--- config.mk ---
export PLATFORM = sky130hd
export DESIGN_NAME = core_top
export DESIGN_NICKNAME = d
export VERILOG_FILES = /design/src/source/rv_pkg.sv /design/src/source/alu_execute.sv /design/src/source/core_top.sv /design/src/source/fetch_unit.sv /design/src/source/insn_decode.sv /design/src/source/reg_file.sv /design/src/source/writeback.sv
export VERILOG_INCLUDE_DIRS = /design/src /design/src/source
export SDC_FILE = /design/constraint.sdc
export NUM_CORES = 2
export LEC_CHECK = 0
export BUFFER_PORTS_ARGS = -buffer_cell sky130_fd_sc_hd__buf_2
export CORE_ASPECT_RATIO = 2
export CORE_MARGIN = 4
export CORE_UTILIZATION = 23
export DETAILED_ROUTE_END_ITERATION = 6
export PLACE_DENSITY = 0.45
export SLEW_MARGIN = 20
export SYNTH_ARGS = -nofsm -noshare
export SYNTH_HDL_FRONTEND = slang
export SYNTH_SLANG_ARGS = --single-unit
--- constraint.sdc ---
create_clock -name clk -period 8.5 [get_ports clk]
set_clock_uncertainty 0.05 [all_clocks]
set_input_delay 0.85 -clock clk [delete_from_list [all_inputs] [get_ports clk]]
set_output_delay 0.85 -clock clk [all_outputs]
set_load 0.1 [all_outputs]
--- src/source/rv_defs.svh ---
// Reset program counter and RV32I base opcode values
`ifndef RV_DEFS_SVH
`define RV_DEFS_SVH

// Start of the instruction image
`define RV_RESET_PC   32'h01000000

// Major opcodes, insn[6:0]
`define RV_OP_OP      7'b0110011
`define RV_OP_OP_IMM  7'b0010011
`define RV_OP_LUI     7'b0110111
`define RV_OP_AUIPC   7'b0010111
`define RV_OP_BRANCH  7'b1100011
`define RV_OP_JAL     7'b1101111
`define RV_OP_JALR    7'b1100111

`endif

--- src/source/rv_pkg.sv ---
// Core-wide vector types, ALU operation codes, write-back selects and fetch states
package rv_pkg;

  // Data word, also the instruction type
  typedef logic [31:0] word_t;

  // Byte address
  typedef logic [31:0] addr_t;

  // Register index
  typedef logic [4:0] reg_idx_t;

  // ALU operation
  typedef logic [3:0] alu_op_t;

  localparam alu_op_t ALU_ADD    = 4'd0;
  localparam alu_op_t ALU_SUB    = 4'd1;
  localparam alu_op_t ALU_SLL    = 4'd2;
  localparam alu_op_t ALU_SLT    = 4'd3;
  localparam alu_op_t ALU_SLTU   = 4'd4;
  localparam alu_op_t ALU_XOR    = 4'd5;
  localparam alu_op_t ALU_SRL    = 4'd6;
  localparam alu_op_t ALU_SRA    = 4'd7;
  localparam alu_op_t ALU_OR     = 4'd8;
  localparam alu_op_t ALU_AND    = 4'd9;
  // LUI passes the immediate straight through
  localparam alu_op_t ALU_PASS_B = 4'd10;
  // Branch and jump target adder
  localparam alu_op_t ALU_ADDR   = 4'd11;

  // Write-back source
  typedef logic [1:0] wb_sel_t;

  localparam wb_sel_t WB_ALU  = 2'd0;
  localparam wb_sel_t WB_LINK = 2'd1;
  localparam wb_sel_t WB_NONE = 2'd2;

  // Instruction fetch sequencing
  typedef enum logic [1:0] {
    IDLE,
    REQ,
    RELEASE,
    WAIT_RETIRE
  } fetch_state_t;

endpackage : rv_pkg

--- src/source/alu_execute.sv ---
// Operand select, ALU, branch compare and next pc, registered on dec_valid
`timescale 1ns/10ps

module alu_execute (
  input  logic             clk,
  input  logic             reset,
  input  logic             dec_valid_i,
  input  rv_pkg::addr_t    pc_i,
  input  rv_pkg::reg_idx_t rd_i,
  input  rv_pkg::word_t    imm_i,
  input  rv_pkg::alu_op_t  alu_op_i,
  input  logic             a_pc_sel_i,
  input  logic             b_imm_sel_i,
  input  logic             branch_i,
  input  logic             jump_i,
  input  logic             jalr_i,
  input  logic [2:0]       funct3_i,
  input  rv_pkg::wb_sel_t  wb_sel_i,
  input  rv_pkg::word_t    rs1_data_i,
  input  rv_pkg::word_t    rs2_data_i,
  output logic             ex_valid_o,
  output rv_pkg::word_t    result_o,
  output rv_pkg::word_t    link_o,
  output rv_pkg::reg_idx_t rd_o,
  output rv_pkg::wb_sel_t  wb_sel_o,
  output rv_pkg::addr_t    pc_o,
  output rv_pkg::addr_t    next_pc_o
);

  import rv_pkg::*;

  word_t op_a;
  word_t op_b;
  word_t alu_res;
  addr_t pc_plus4;
  addr_t target;
  logic  br_taken;
  logic  redirect;

  assign op_a     = a_pc_sel_i ? pc_i : rs1_data_i;
  assign op_b     = b_imm_sel_i ? imm_i : rs2_data_i;
  assign pc_plus4 = pc_i + 32'd4;

  always_comb begin
    case (alu_op_i)
      ALU_ADD, ALU_ADDR: alu_res = op_a + op_b;
      ALU_SUB:    alu_res = op_a - op_b;
      ALU_SLL:    alu_res = op_a << op_b[4:0];
      ALU_SLT:    alu_res = {31'b0, $signed(op_a) < $signed(op_b)};
      ALU_SLTU:   alu_res = {31'b0, op_a < op_b};
      ALU_XOR:    alu_res = op_a ^ op_b;
      ALU_SRL:    alu_res = op_a >> op_b[4:0];
      ALU_SRA:    alu_res = word_t'($signed(op_a) >>> op_b[4:0]);
      ALU_OR:     alu_res = op_a | op_b;
      ALU_AND:    alu_res = op_a & op_b;
      ALU_PASS_B: alu_res = op_b;
      default:    alu_res = '0;
    endcase
  end

  // Compare always works on the register values
  always_comb begin
    case (funct3_i)
      3'b000:  br_taken = rs1_data_i == rs2_data_i;
      3'b001:  br_taken = rs1_data_i != rs2_data_i;
      3'b100:  br_taken = $signed(rs1_data_i) < $signed(rs2_data_i);
      3'b101:  br_taken = $signed(rs1_data_i) >= $signed(rs2_data_i);
      3'b110:  br_taken = rs1_data_i < rs2_data_i;
      3'b111:  br_taken = rs1_data_i >= rs2_data_i;
      default: br_taken = 1'b0;
    endcase
  end

  // JALR drops bit 0 of the sum
  assign target   = jalr_i ? {alu_res[31:1], 1'b0} : alu_res;
  assign redirect = jump_i || (branch_i && br_taken);

  always_ff @(posedge clk) begin
    if (reset) begin
      ex_valid_o <= 1'b0;
    end else begin
      ex_valid_o <= dec_valid_i;
    end
  end

  always_ff @(posedge clk) begin
    if (dec_valid_i) begin
      result_o  <= alu_res;
      link_o    <= pc_plus4;
      rd_o      <= rd_i;
      wb_sel_o  <= wb_sel_i;
      pc_o      <= pc_i;
      next_pc_o <= redirect ? target : pc_plus4;
    end
  end

endmodule : alu_execute

--- src/source/core_top.sv ---
// RV32I multi-cycle core top level, fetch to writeback wiring
`timescale 1ns/10ps

module core_top (
  input  logic             clk,
  input  logic             reset,
  output logic             imem_req_o,
  output rv_pkg::addr_t    imem_addr_o,
  input  logic             imem_ack_i,
  input  rv_pkg::word_t    imem_data_i,
  output logic             retire_o,
  output rv_pkg::addr_t    retire_pc_o,
  output rv_pkg::reg_idx_t retire_rd_o,
  output rv_pkg::word_t    retire_data_o
);

  import rv_pkg::*;

  // Fetch to decode
  logic     insn_valid;
  word_t    insn;
  addr_t    f_pc;

  // Decode outputs
  reg_idx_t rs1;
  reg_idx_t rs2;
  logic     dec_valid;
  addr_t    d_pc;
  reg_idx_t d_rd;
  word_t    d_imm;
  alu_op_t  d_alu_op;
  logic     d_a_pc_sel;
  logic     d_b_imm_sel;
  logic     d_branch;
  logic     d_jump;
  logic     d_jalr;
  logic [2:0] d_funct3;
  wb_sel_t  d_wb_sel;

  // Register file
  word_t    rs1_data;
  word_t    rs2_data;
  logic     wr_en;
  reg_idx_t wr_idx;
  word_t    wr_data;

  // Execute to writeback and fetch
  logic     ex_valid;
  word_t    e_result;
  word_t    e_link;
  reg_idx_t e_rd;
  wb_sel_t  e_wb_sel;
  addr_t    e_pc;
  addr_t    next_pc;

  fetch_unit u_fetch (
    .clk          (clk),
    .reset        (reset),
    .imem_ack_i   (imem_ack_i),
    .imem_data_i  (imem_data_i),
    .retire_i     (retire_o),
    .next_pc_i    (next_pc),
    .imem_req_o   (imem_req_o),
    .imem_addr_o  (imem_addr_o),
    .insn_valid_o (insn_valid),
    .insn_o       (insn),
    .pc_o         (f_pc)
  );

  insn_decode u_decode (
    .clk          (clk),
    .reset        (reset),
    .insn_valid_i (insn_valid),
    .insn_i       (insn),
    .pc_i         (f_pc),
    .rs1_o        (rs1),
    .rs2_o        (rs2),
    .dec_valid_o  (dec_valid),
    .pc_o         (d_pc),
    .rd_o         (d_rd),
    .imm_o        (d_imm),
    .alu_op_o     (d_alu_op),
    .a_pc_sel_o   (d_a_pc_sel),
    .b_imm_sel_o  (d_b_imm_sel),
    .branch_o     (d_branch),
    .jump_o       (d_jump),
    .jalr_o       (d_jalr),
    .funct3_o     (d_funct3),
    .wb_sel_o     (d_wb_sel)
  );

  reg_file u_regs (
    .clk        (clk),
    .reset      (reset),
    .rs1_i      (rs1),
    .rs2_i      (rs2),
    .wr_en_i    (wr_en),
    .wr_idx_i   (wr_idx),
    .wr_data_i  (wr_data),
    .rs1_data_o (rs1_data),
    .rs2_data_o (rs2_data)
  );

  alu_execute u_execute (
    .clk         (clk),
    .reset       (reset),
    .dec_valid_i (dec_valid),
    .pc_i        (d_pc),
    .rd_i        (d_rd),
    .imm_i       (d_imm),
    .alu_op_i    (d_alu_op),
    .a_pc_sel_i  (d_a_pc_sel),
    .b_imm_sel_i (d_b_imm_sel),
    .branch_i    (d_branch),
    .jump_i      (d_jump),
    .jalr_i      (d_jalr),
    .funct3_i    (d_funct3),
    .wb_sel_i    (d_wb_sel),
    .rs1_data_i  (rs1_data),
    .rs2_data_i  (rs2_data),
    .ex_valid_o  (ex_valid),
    .result_o    (e_result),
    .link_o      (e_link),
    .rd_o        (e_rd),
    .wb_sel_o    (e_wb_sel),
    .pc_o        (e_pc),
    .next_pc_o   (next_pc)
  );

  writeback u_writeback (
    .clk           (clk),
    .reset         (reset),
    .ex_valid_i    (ex_valid),
    .result_i      (e_result),
    .link_i        (e_link),
    .rd_i          (e_rd),
    .wb_sel_i      (e_wb_sel),
    .pc_i          (e_pc),
    .wr_en_o       (wr_en),
    .wr_idx_o      (wr_idx),
    .wr_data_o     (wr_data),
    .retire_o      (retire_o),
    .retire_pc_o   (retire_pc_o),
    .retire_rd_o   (retire_rd_o),
    .retire_data_o (retire_data_o)
  );

endmodule : core_top

--- src/source/fetch_unit.sv ---
// Program counter, four-phase instruction request and instruction capture
`timescale 1ns/10ps
`include "rv_defs.svh"

module fetch_unit (
  input  logic          clk,
  input  logic          reset,
  input  logic          imem_ack_i,
  input  rv_pkg::word_t imem_data_i,
  input  logic          retire_i,
  input  rv_pkg::addr_t next_pc_i,
  output logic          imem_req_o,
  output rv_pkg::addr_t imem_addr_o,
  output logic          insn_valid_o,
  output rv_pkg::word_t insn_o,
  output rv_pkg::addr_t pc_o
);

  import rv_pkg::*;

  fetch_state_t state;
  addr_t        pc;
  word_t        insn_q;
  // Retire seen before the ack went low
  logic         retired_q;

  assign imem_addr_o = pc;
  assign pc_o        = pc;
  assign insn_o      = insn_q;

  always_ff @(posedge clk) begin
    if (reset) begin
      state        <= IDLE;
      pc           <= `RV_RESET_PC;
      imem_req_o   <= 1'b0;
      insn_valid_o <= 1'b0;
      retired_q    <= 1'b0;
    end else begin
      insn_valid_o <= 1'b0;

      // Only one instruction in flight, so pc moves on retire alone
      if (retire_i) begin
        pc        <= next_pc_i;
        retired_q <= 1'b1;
      end

      case (state)
        IDLE: begin
          if (!imem_ack_i) begin
            state      <= REQ;
            imem_req_o <= 1'b1;
          end
        end
        REQ: begin
          // First cycle with ack high
          if (imem_ack_i) begin
            insn_q       <= imem_data_i;
            insn_valid_o <= 1'b1;
            imem_req_o   <= 1'b0;
            state        <= RELEASE;
          end
        end
        RELEASE: begin
          if (!imem_ack_i) begin
            state <= WAIT_RETIRE;
          end
        end
        WAIT_RETIRE: begin
          if (retire_i || retired_q) begin
            state      <= REQ;
            imem_req_o <= 1'b1;
            retired_q  <= 1'b0;
          end
        end
        default: state <= IDLE;
      endcase
    end
  end

  // Address held for the whole request phase
  addr_stable_a : assert property (@(posedge clk) disable iff (reset)
    $past(imem_req_o) && imem_req_o |-> $stable(imem_addr_o));

  // Memory must have released ack before a new request
  req_after_ack_low_a : assert property (@(posedge clk) disable iff (reset)
    $rose(imem_req_o) |-> !$past(imem_ack_i));

endmodule : fetch_unit

--- src/source/insn_decode.sv ---
// Instruction field split, immediate generation and registered control decode
`timescale 1ns/10ps
`include "rv_defs.svh"

module insn_decode (
  input  logic               clk,
  input  logic               reset,
  input  logic               insn_valid_i,
  input  rv_pkg::word_t      insn_i,
  input  rv_pkg::addr_t      pc_i,
  output rv_pkg::reg_idx_t   rs1_o,
  output rv_pkg::reg_idx_t   rs2_o,
  output logic               dec_valid_o,
  output rv_pkg::addr_t      pc_o,
  output rv_pkg::reg_idx_t   rd_o,
  output rv_pkg::word_t      imm_o,
  output rv_pkg::alu_op_t    alu_op_o,
  output logic               a_pc_sel_o,
  output logic               b_imm_sel_o,
  output logic               branch_o,
  output logic               jump_o,
  output logic               jalr_o,
  output logic [2:0]         funct3_o,
  output rv_pkg::wb_sel_t    wb_sel_o
);

  import rv_pkg::*;

  logic [6:0] opcode;
  logic [2:0] funct3;
  logic [6:0] funct7;
  word_t      imm_i;
  word_t      imm_u;
  word_t      imm_b;
  word_t      imm_j;

  word_t      imm_d;
  alu_op_t    alu_op_d;
  alu_op_t    arith_op;
  logic       a_pc_d;
  logic       b_imm_d;
  logic       branch_d;
  logic       jump_d;
  logic       jalr_d;
  wb_sel_t    wb_sel_d;

  assign opcode = insn_i[6:0];
  assign funct3 = insn_i[14:12];
  assign funct7 = insn_i[31:25];

  // Read indices straight from the held instruction
  assign rs1_o = insn_i[19:15];
  assign rs2_o = insn_i[24:20];

  assign imm_i = {{20{insn_i[31]}}, insn_i[31:20]};
  assign imm_u = {insn_i[31:12], 12'b0};
  assign imm_b = {{19{insn_i[31]}}, insn_i[31], insn_i[7], insn_i[30:25],
                  insn_i[11:8], 1'b0};
  assign imm_j = {{11{insn_i[31]}}, insn_i[31], insn_i[19:12], insn_i[20],
                  insn_i[30:21], 1'b0};

  // funct3 to ALU op, shared by OP and OP-IMM
  always_comb begin
    case (funct3)
      3'b000:  arith_op = ALU_ADD;
      3'b001:  arith_op = ALU_SLL;
      3'b010:  arith_op = ALU_SLT;
      3'b011:  arith_op = ALU_SLTU;
      3'b100:  arith_op = ALU_XOR;
      3'b101:  arith_op = funct7[5] ? ALU_SRA : ALU_SRL;
      3'b110:  arith_op = ALU_OR;
      default: arith_op = ALU_AND;
    endcase
  end

  always_comb begin
    imm_d    = imm_i;
    alu_op_d = ALU_ADD;
    a_pc_d   = 1'b0;
    b_imm_d  = 1'b0;
    branch_d = 1'b0;
    jump_d   = 1'b0;
    jalr_d   = 1'b0;
    wb_sel_d = WB_NONE;
    case (opcode)
      `RV_OP_OP: begin
        // Only add has a sub variant in the register form
        alu_op_d = (funct3 == 3'b000 && funct7[5]) ? ALU_SUB : arith_op;
        wb_sel_d = WB_ALU;
      end
      `RV_OP_OP_IMM: begin
        alu_op_d = arith_op;
        b_imm_d  = 1'b1;
        wb_sel_d = WB_ALU;
      end
      `RV_OP_LUI: begin
        imm_d    = imm_u;
        alu_op_d = ALU_PASS_B;
        b_imm_d  = 1'b1;
        wb_sel_d = WB_ALU;
      end
      `RV_OP_AUIPC: begin
        imm_d    = imm_u;
        a_pc_d   = 1'b1;
        b_imm_d  = 1'b1;
        wb_sel_d = WB_ALU;
      end
      `RV_OP_BRANCH: begin
        imm_d    = imm_b;
        alu_op_d = ALU_ADDR;
        a_pc_d   = 1'b1;
        b_imm_d  = 1'b1;
        branch_d = 1'b1;
      end
      `RV_OP_JAL: begin
        imm_d    = imm_j;
        alu_op_d = ALU_ADDR;
        a_pc_d   = 1'b1;
        b_imm_d  = 1'b1;
        jump_d   = 1'b1;
        wb_sel_d = WB_LINK;
      end
      `RV_OP_JALR: begin
        alu_op_d = ALU_ADDR;
        b_imm_d  = 1'b1;
        jump_d   = 1'b1;
        jalr_d   = 1'b1;
        wb_sel_d = WB_LINK;
      end
      // Anything else retires as a no-op
      default: wb_sel_d = WB_NONE;
    endcase
  end

  always_ff @(posedge clk) begin
    if (reset) begin
      dec_valid_o <= 1'b0;
    end else begin
      dec_valid_o <= insn_valid_i;
    end
  end

  always_ff @(posedge clk) begin
    if (insn_valid_i) begin
      pc_o        <= pc_i;
      rd_o        <= insn_i[11:7];
      imm_o       <= imm_d;
      alu_op_o    <= alu_op_d;
      a_pc_sel_o  <= a_pc_d;
      b_imm_sel_o <= b_imm_d;
      branch_o    <= branch_d;
      jump_o      <= jump_d;
      jalr_o      <= jalr_d;
      funct3_o    <= funct3;
      wb_sel_o    <= wb_sel_d;
    end
  end

endmodule : insn_decode

--- src/source/reg_file.sv ---
// 32x32 integer register file, two read ports, one write port, x0 tied to zero
`timescale 1ns/10ps

module reg_file (
  input  logic             clk,
  input  logic             reset,
  input  rv_pkg::reg_idx_t rs1_i,
  input  rv_pkg::reg_idx_t rs2_i,
  input  logic             wr_en_i,
  input  rv_pkg::reg_idx_t wr_idx_i,
  input  rv_pkg::word_t    wr_data_i,
  output rv_pkg::word_t    rs1_data_o,
  output rv_pkg::word_t    rs2_data_o
);

  import rv_pkg::*;

  word_t regs [32];

  always_ff @(posedge clk) begin
    if (reset) begin
      for (int i = 0; i < 32; i++) begin
        regs[i] <= '0;
      end
    end else if (wr_en_i && wr_idx_i != '0) begin
      regs[wr_idx_i] <= wr_data_i;
    end
  end

  // x0 is never written, so it reads back zero
  assign rs1_data_o = regs[rs1_i];
  assign rs2_data_o = regs[rs2_i];

endmodule : reg_file

--- src/source/writeback.sv ---
// Result select, register file write and registered retire report
`timescale 1ns/10ps

module writeback (
  input  logic             clk,
  input  logic             reset,
  input  logic             ex_valid_i,
  input  rv_pkg::word_t    result_i,
  input  rv_pkg::word_t    link_i,
  input  rv_pkg::reg_idx_t rd_i,
  input  rv_pkg::wb_sel_t  wb_sel_i,
  input  rv_pkg::addr_t    pc_i,
  output logic             wr_en_o,
  output rv_pkg::reg_idx_t wr_idx_o,
  output rv_pkg::word_t    wr_data_o,
  output logic             retire_o,
  output rv_pkg::addr_t    retire_pc_o,
  output rv_pkg::reg_idx_t retire_rd_o,
  output rv_pkg::word_t    retire_data_o
);

  import rv_pkg::*;

  logic writes;

  assign writes    = wb_sel_i != WB_NONE;
  assign wr_en_o   = ex_valid_i && writes;
  assign wr_idx_o  = rd_i;
  assign wr_data_o = (wb_sel_i == WB_LINK) ? link_i : result_i;

  always_ff @(posedge clk) begin
    if (reset) begin
      retire_o <= 1'b0;
    end else begin
      retire_o <= ex_valid_i;
    end
  end

  // Report matches what lands in the register file
  always_ff @(posedge clk) begin
    if (ex_valid_i) begin
      retire_pc_o   <= pc_i;
      retire_rd_o   <= writes ? rd_i : '0;
      retire_data_o <= (writes && rd_i != '0) ? wr_data_o : '0;
    end
  end

  // Each instruction needs a fresh fetch, so retires never touch
  retire_gap_a : assert property (@(posedge clk) disable iff (reset)
    retire_o |=> !retire_o);

endmodule : writeback

==> metrics.txt <==
Reg2Reg Depth 20; Worst-Skew Late Latency 0.83 ns; Final period util 92.6%; Worst R2R End u_execute.next_pc_o[27]; pre-CTS setup slack 0.931 ns; area of the mapped netlist 76300 µm²; ANT nets after route 0; crit end category register; fin crit period 7.87 ns; maximum vdd drop 0.178 mV; Clock Path Buffers 3; setup_tns 0 ns; CP startpoint kind register; crit path kind reg2reg; pwr/cell area 243 nW/µm²; Synthesis Warnings 0; outcome finished clean; Clock transition at path regs 0.07 ns; RSZ-0062 raised after global routing no; Final WS setup 0.629 ns; CP peak stage delay 0.84 ns; pins over their slew limit 0; R2R setup slack 0.63 ns; site row count 298; Die Span Y 822 µm; Die ar. 341000 µm²; highest clock rate 127 MHz; final setup violation count 0; initial antenna violation count 34; worst hold path class in2reg; most common cell after layout, fill and taps aside edfxtp_1; CTS tree built; DR iter-0 viols 6470; vias per inst 5.37; sequential area share after synthesis 54.1%; Internal 0.0133 W; hold path startpoint imem_data_i[27]; Critical-path top delay cell dfxtp_4; hold buffers post-CTS 0; async set-reset flop share out of synthesis 0%; # IOs 138; CTS root buffer clkbuf_16; GR Overflow Total 0; sequential fraction of design power 38.3%; Worst Path Arrival 8.36 ns; largest net degree at the start of global routing 76; Avg Inst Size Synth 12.4 µm²; number of synthesized register bits 1390; # DRC 0; Die Wd 415 µm; # nets final 6394; Starting Density 23.1%; Placeable Area 330000 µm²; CTS Buf Count 115; routed via count 57542; Hold EP u_fetch.insn_o[27]; global-route wire length before repair 515000 µm; Fin. Hold Viols 0; Comb power frac 33.6%; worst-margin pin slew 1.31 ns; HPWL after detailed placement 268000 µm; Yosys cell types 105; post_cts resized 0; Leak 31.8 nW; Critical Path Fanout Max 32; Req. time, crit path 8.99 ns; gr usage total 21.9%; Post-synth EDFFs 1340; # Post-CTS Setup Buffers 0; cells after synthesis 6148; # Max-Cap Violations 0; GP Congestion 1.06; cell accounting for the most synthesized area edfxtp_1; top cell type's share of synthesized area 52.8%; wire per inst 36.2 µm; Sw Ratio 37.4%; drt total wl 389000 µm; H-tree lvl count 3; Crit path top cell by count nand2_1; commonest register cell after synthesis edfxtp_1; Sw Pwr 0.00797 W; crit-path cells buf_12, mux4_2, mux4_2, nand2_1, nand2_1, mux2i_2, ha_1, inv_1, nand4_1, or3_1, nor4_1, buf_4, o32ai_1, buf_4, a221o_1, a21oi_1, nand2_1, o21ai_0, o2111ai_1, mux2_2; vias in the first global route 58261; share of cells above drive strength 1 19.1%; top cells by area, synth edfxtp_1 53%, mux2i_1 9.9%, mux4_2 8.7%, nor2_1 6.1%, a22oi_1 2.6%; Area Overhead vs Synth 15.0%; Clk pwr share 28.2%; # clock sinks 1390; headroom to the max-slew limit 11.8%; Fillers 34344; drt pass-1 iters 6; most frequent cells in the layout 1340 x edfxtp_1, 1239 x nor2_1, 723 x mux2i_1; I/O Buffers 137; Hold Path Depth 1
-- layout make-up --
class	instances	area [µm²]	share of cell area, %
clock inverters	78	1040	1.18
clock buffers	142	3070	3.50
well taps	4350	5440	6.21
diodes	48	120	0.137
repair buffers	459	3480	3.97
inverters	142	538	0.614
flip-flops and latches	1390	41300	47.1
multi-input cells	4114	32700	37.3
-- worst max path at each step --
| stage | start | endpoint | slack, ns | depth (start not counted) |
|---|---|---|---|---|
| after detailed placement | register | u_execute.next_pc_o[27] | 0.93 | 21 |
| after CTS | register | u_execute.next_pc_o[27] | 0.97 | 21 |
| final | register | u_execute.next_pc_o[27] | 0.63 | 20 |
| after global routing | register | u_execute.next_pc_o[31] | 0.44 | 20 |
| after floorplan | register | u_execute.next_pc_o[19] | 2.22 | 24 |
| after global placement | register | u_execute.next_pc_o[27] | 1.0 | 20 |
-- per-stage QoR --
stage	util, %	power (W)	instance area (µm²)	hold slack [ns]	instances
global placement	25.3	0.0152	83300	0.356	10450
finish	26.6	0.0213	87700	0.176	10723
detailed placement	25.3	0.0152	83300	0.355	10451
floorplan	-	0.0122	76400	0.350	6179
global route	26.6	0.0218	87600	0.161	10702
CTS	26.5	0.0212	87400	0.117	10671
-- sequential cells by signal (all words and copies together) (netlist names), 2 cells and up, named ones only --
signal                     flops
u_decode.funct3_o              3
u_execute.pc_o                32
u_fetch.state                  2
u_decode.pc_o                 32
u_decode.alu_op_o              4
u_fetch.imem_addr_o           32
u_writeback.retire_rd_o        5
u_writeback.retire_pc_o       32
u_execute.rd_o                 5
u_execute.result_o            32
u_fetch.insn_o                32
u_execute.wb_sel_o             2
u_regs.regs                 1024
u_execute.next_pc_o           32
u_execute.link_o              30
u_writeback.retire_data_o     32
u_decode.imm_o                32
u_decode.rd_o                  5
-- kinds of logic after synthesis --
family	share of synthesized area, %
mux	20.4
fa+ha+maj	2.27
other cells	0.00492
flops	54.1
simple gates	10.1
compound gates	8.43
xor+xnor	0.471
buf+inv	4.27
-- power groups by stage --
stage,Sequential (W),Clock [W],Combinational [W]
2_1_floorplan,0.00819,0,0.00399
3_3_place_gp,0.00828,0,0.00691
3_5_place_dp,0.00830,0,0.00691
4_1_cts,0.00814,0.00609,0.00694
5_1_grt,0.00816,0.00631,0.00736
6_report,0.00815,0.00600,0.00715
-- cell usage after synthesis, types with 13 or more instances --
master	number
or3_1	13
nand3_1	46
nor2_1	1244
a22oi_1	266
mux2i_1	757
a21o_1	37
buf_1	26
a221oi_1	33
clkbuf_1	307
nor3_1	33
a211oi_1	23
edfxtp_1	1340
o211ai_1	24
a221o_1	14
o21ai_0	87
o22ai_1	31
o31ai_1	14
nand2b_1	52
nand4_1	27
and3_1	13
nor4_1	40
inv_1	139
dfxtp_1	50
ha_1	135
mux2_2	70
buf_2	87
nor2b_1	19
o221ai_1	15
nand2_1	245
buf_6	33
a21oi_1	241
a31oi_1	21
o21bai_1	15
a211o_1	13
buf_4	73
and2_1	25
mux4_2	293
xnor2_1	31
mux4_1	14
-- metal layers --
layer | GRT usage, % | part of all wire, % | wire length [µm]
met4 | 21.1 | 12 | 45300
met5 | 0 | 0.015 | 57
met1 | 20.8 | 31 | 121000
met2 | 39.9 | 52 | 201000
met3 | 3.26 | 5.5 | 21500
-- critical path: cells and delay by family, from the launching register on --
| family | cells | cell delay [ns] |
|---|---|---|
| adders and majority gates | 1 | 0.41 |
| AOI/OAI and AO/OA | 5 | 1.05 |
| and+or+nand+nor | 6 | 2.23 |
| muxes | 4 | 1.91 |
| DFF | 1 | 0.84 |
| buffers and inverters | 4 | 1.05 |
No activity file was read; power rests on OpenSTA's default activity.
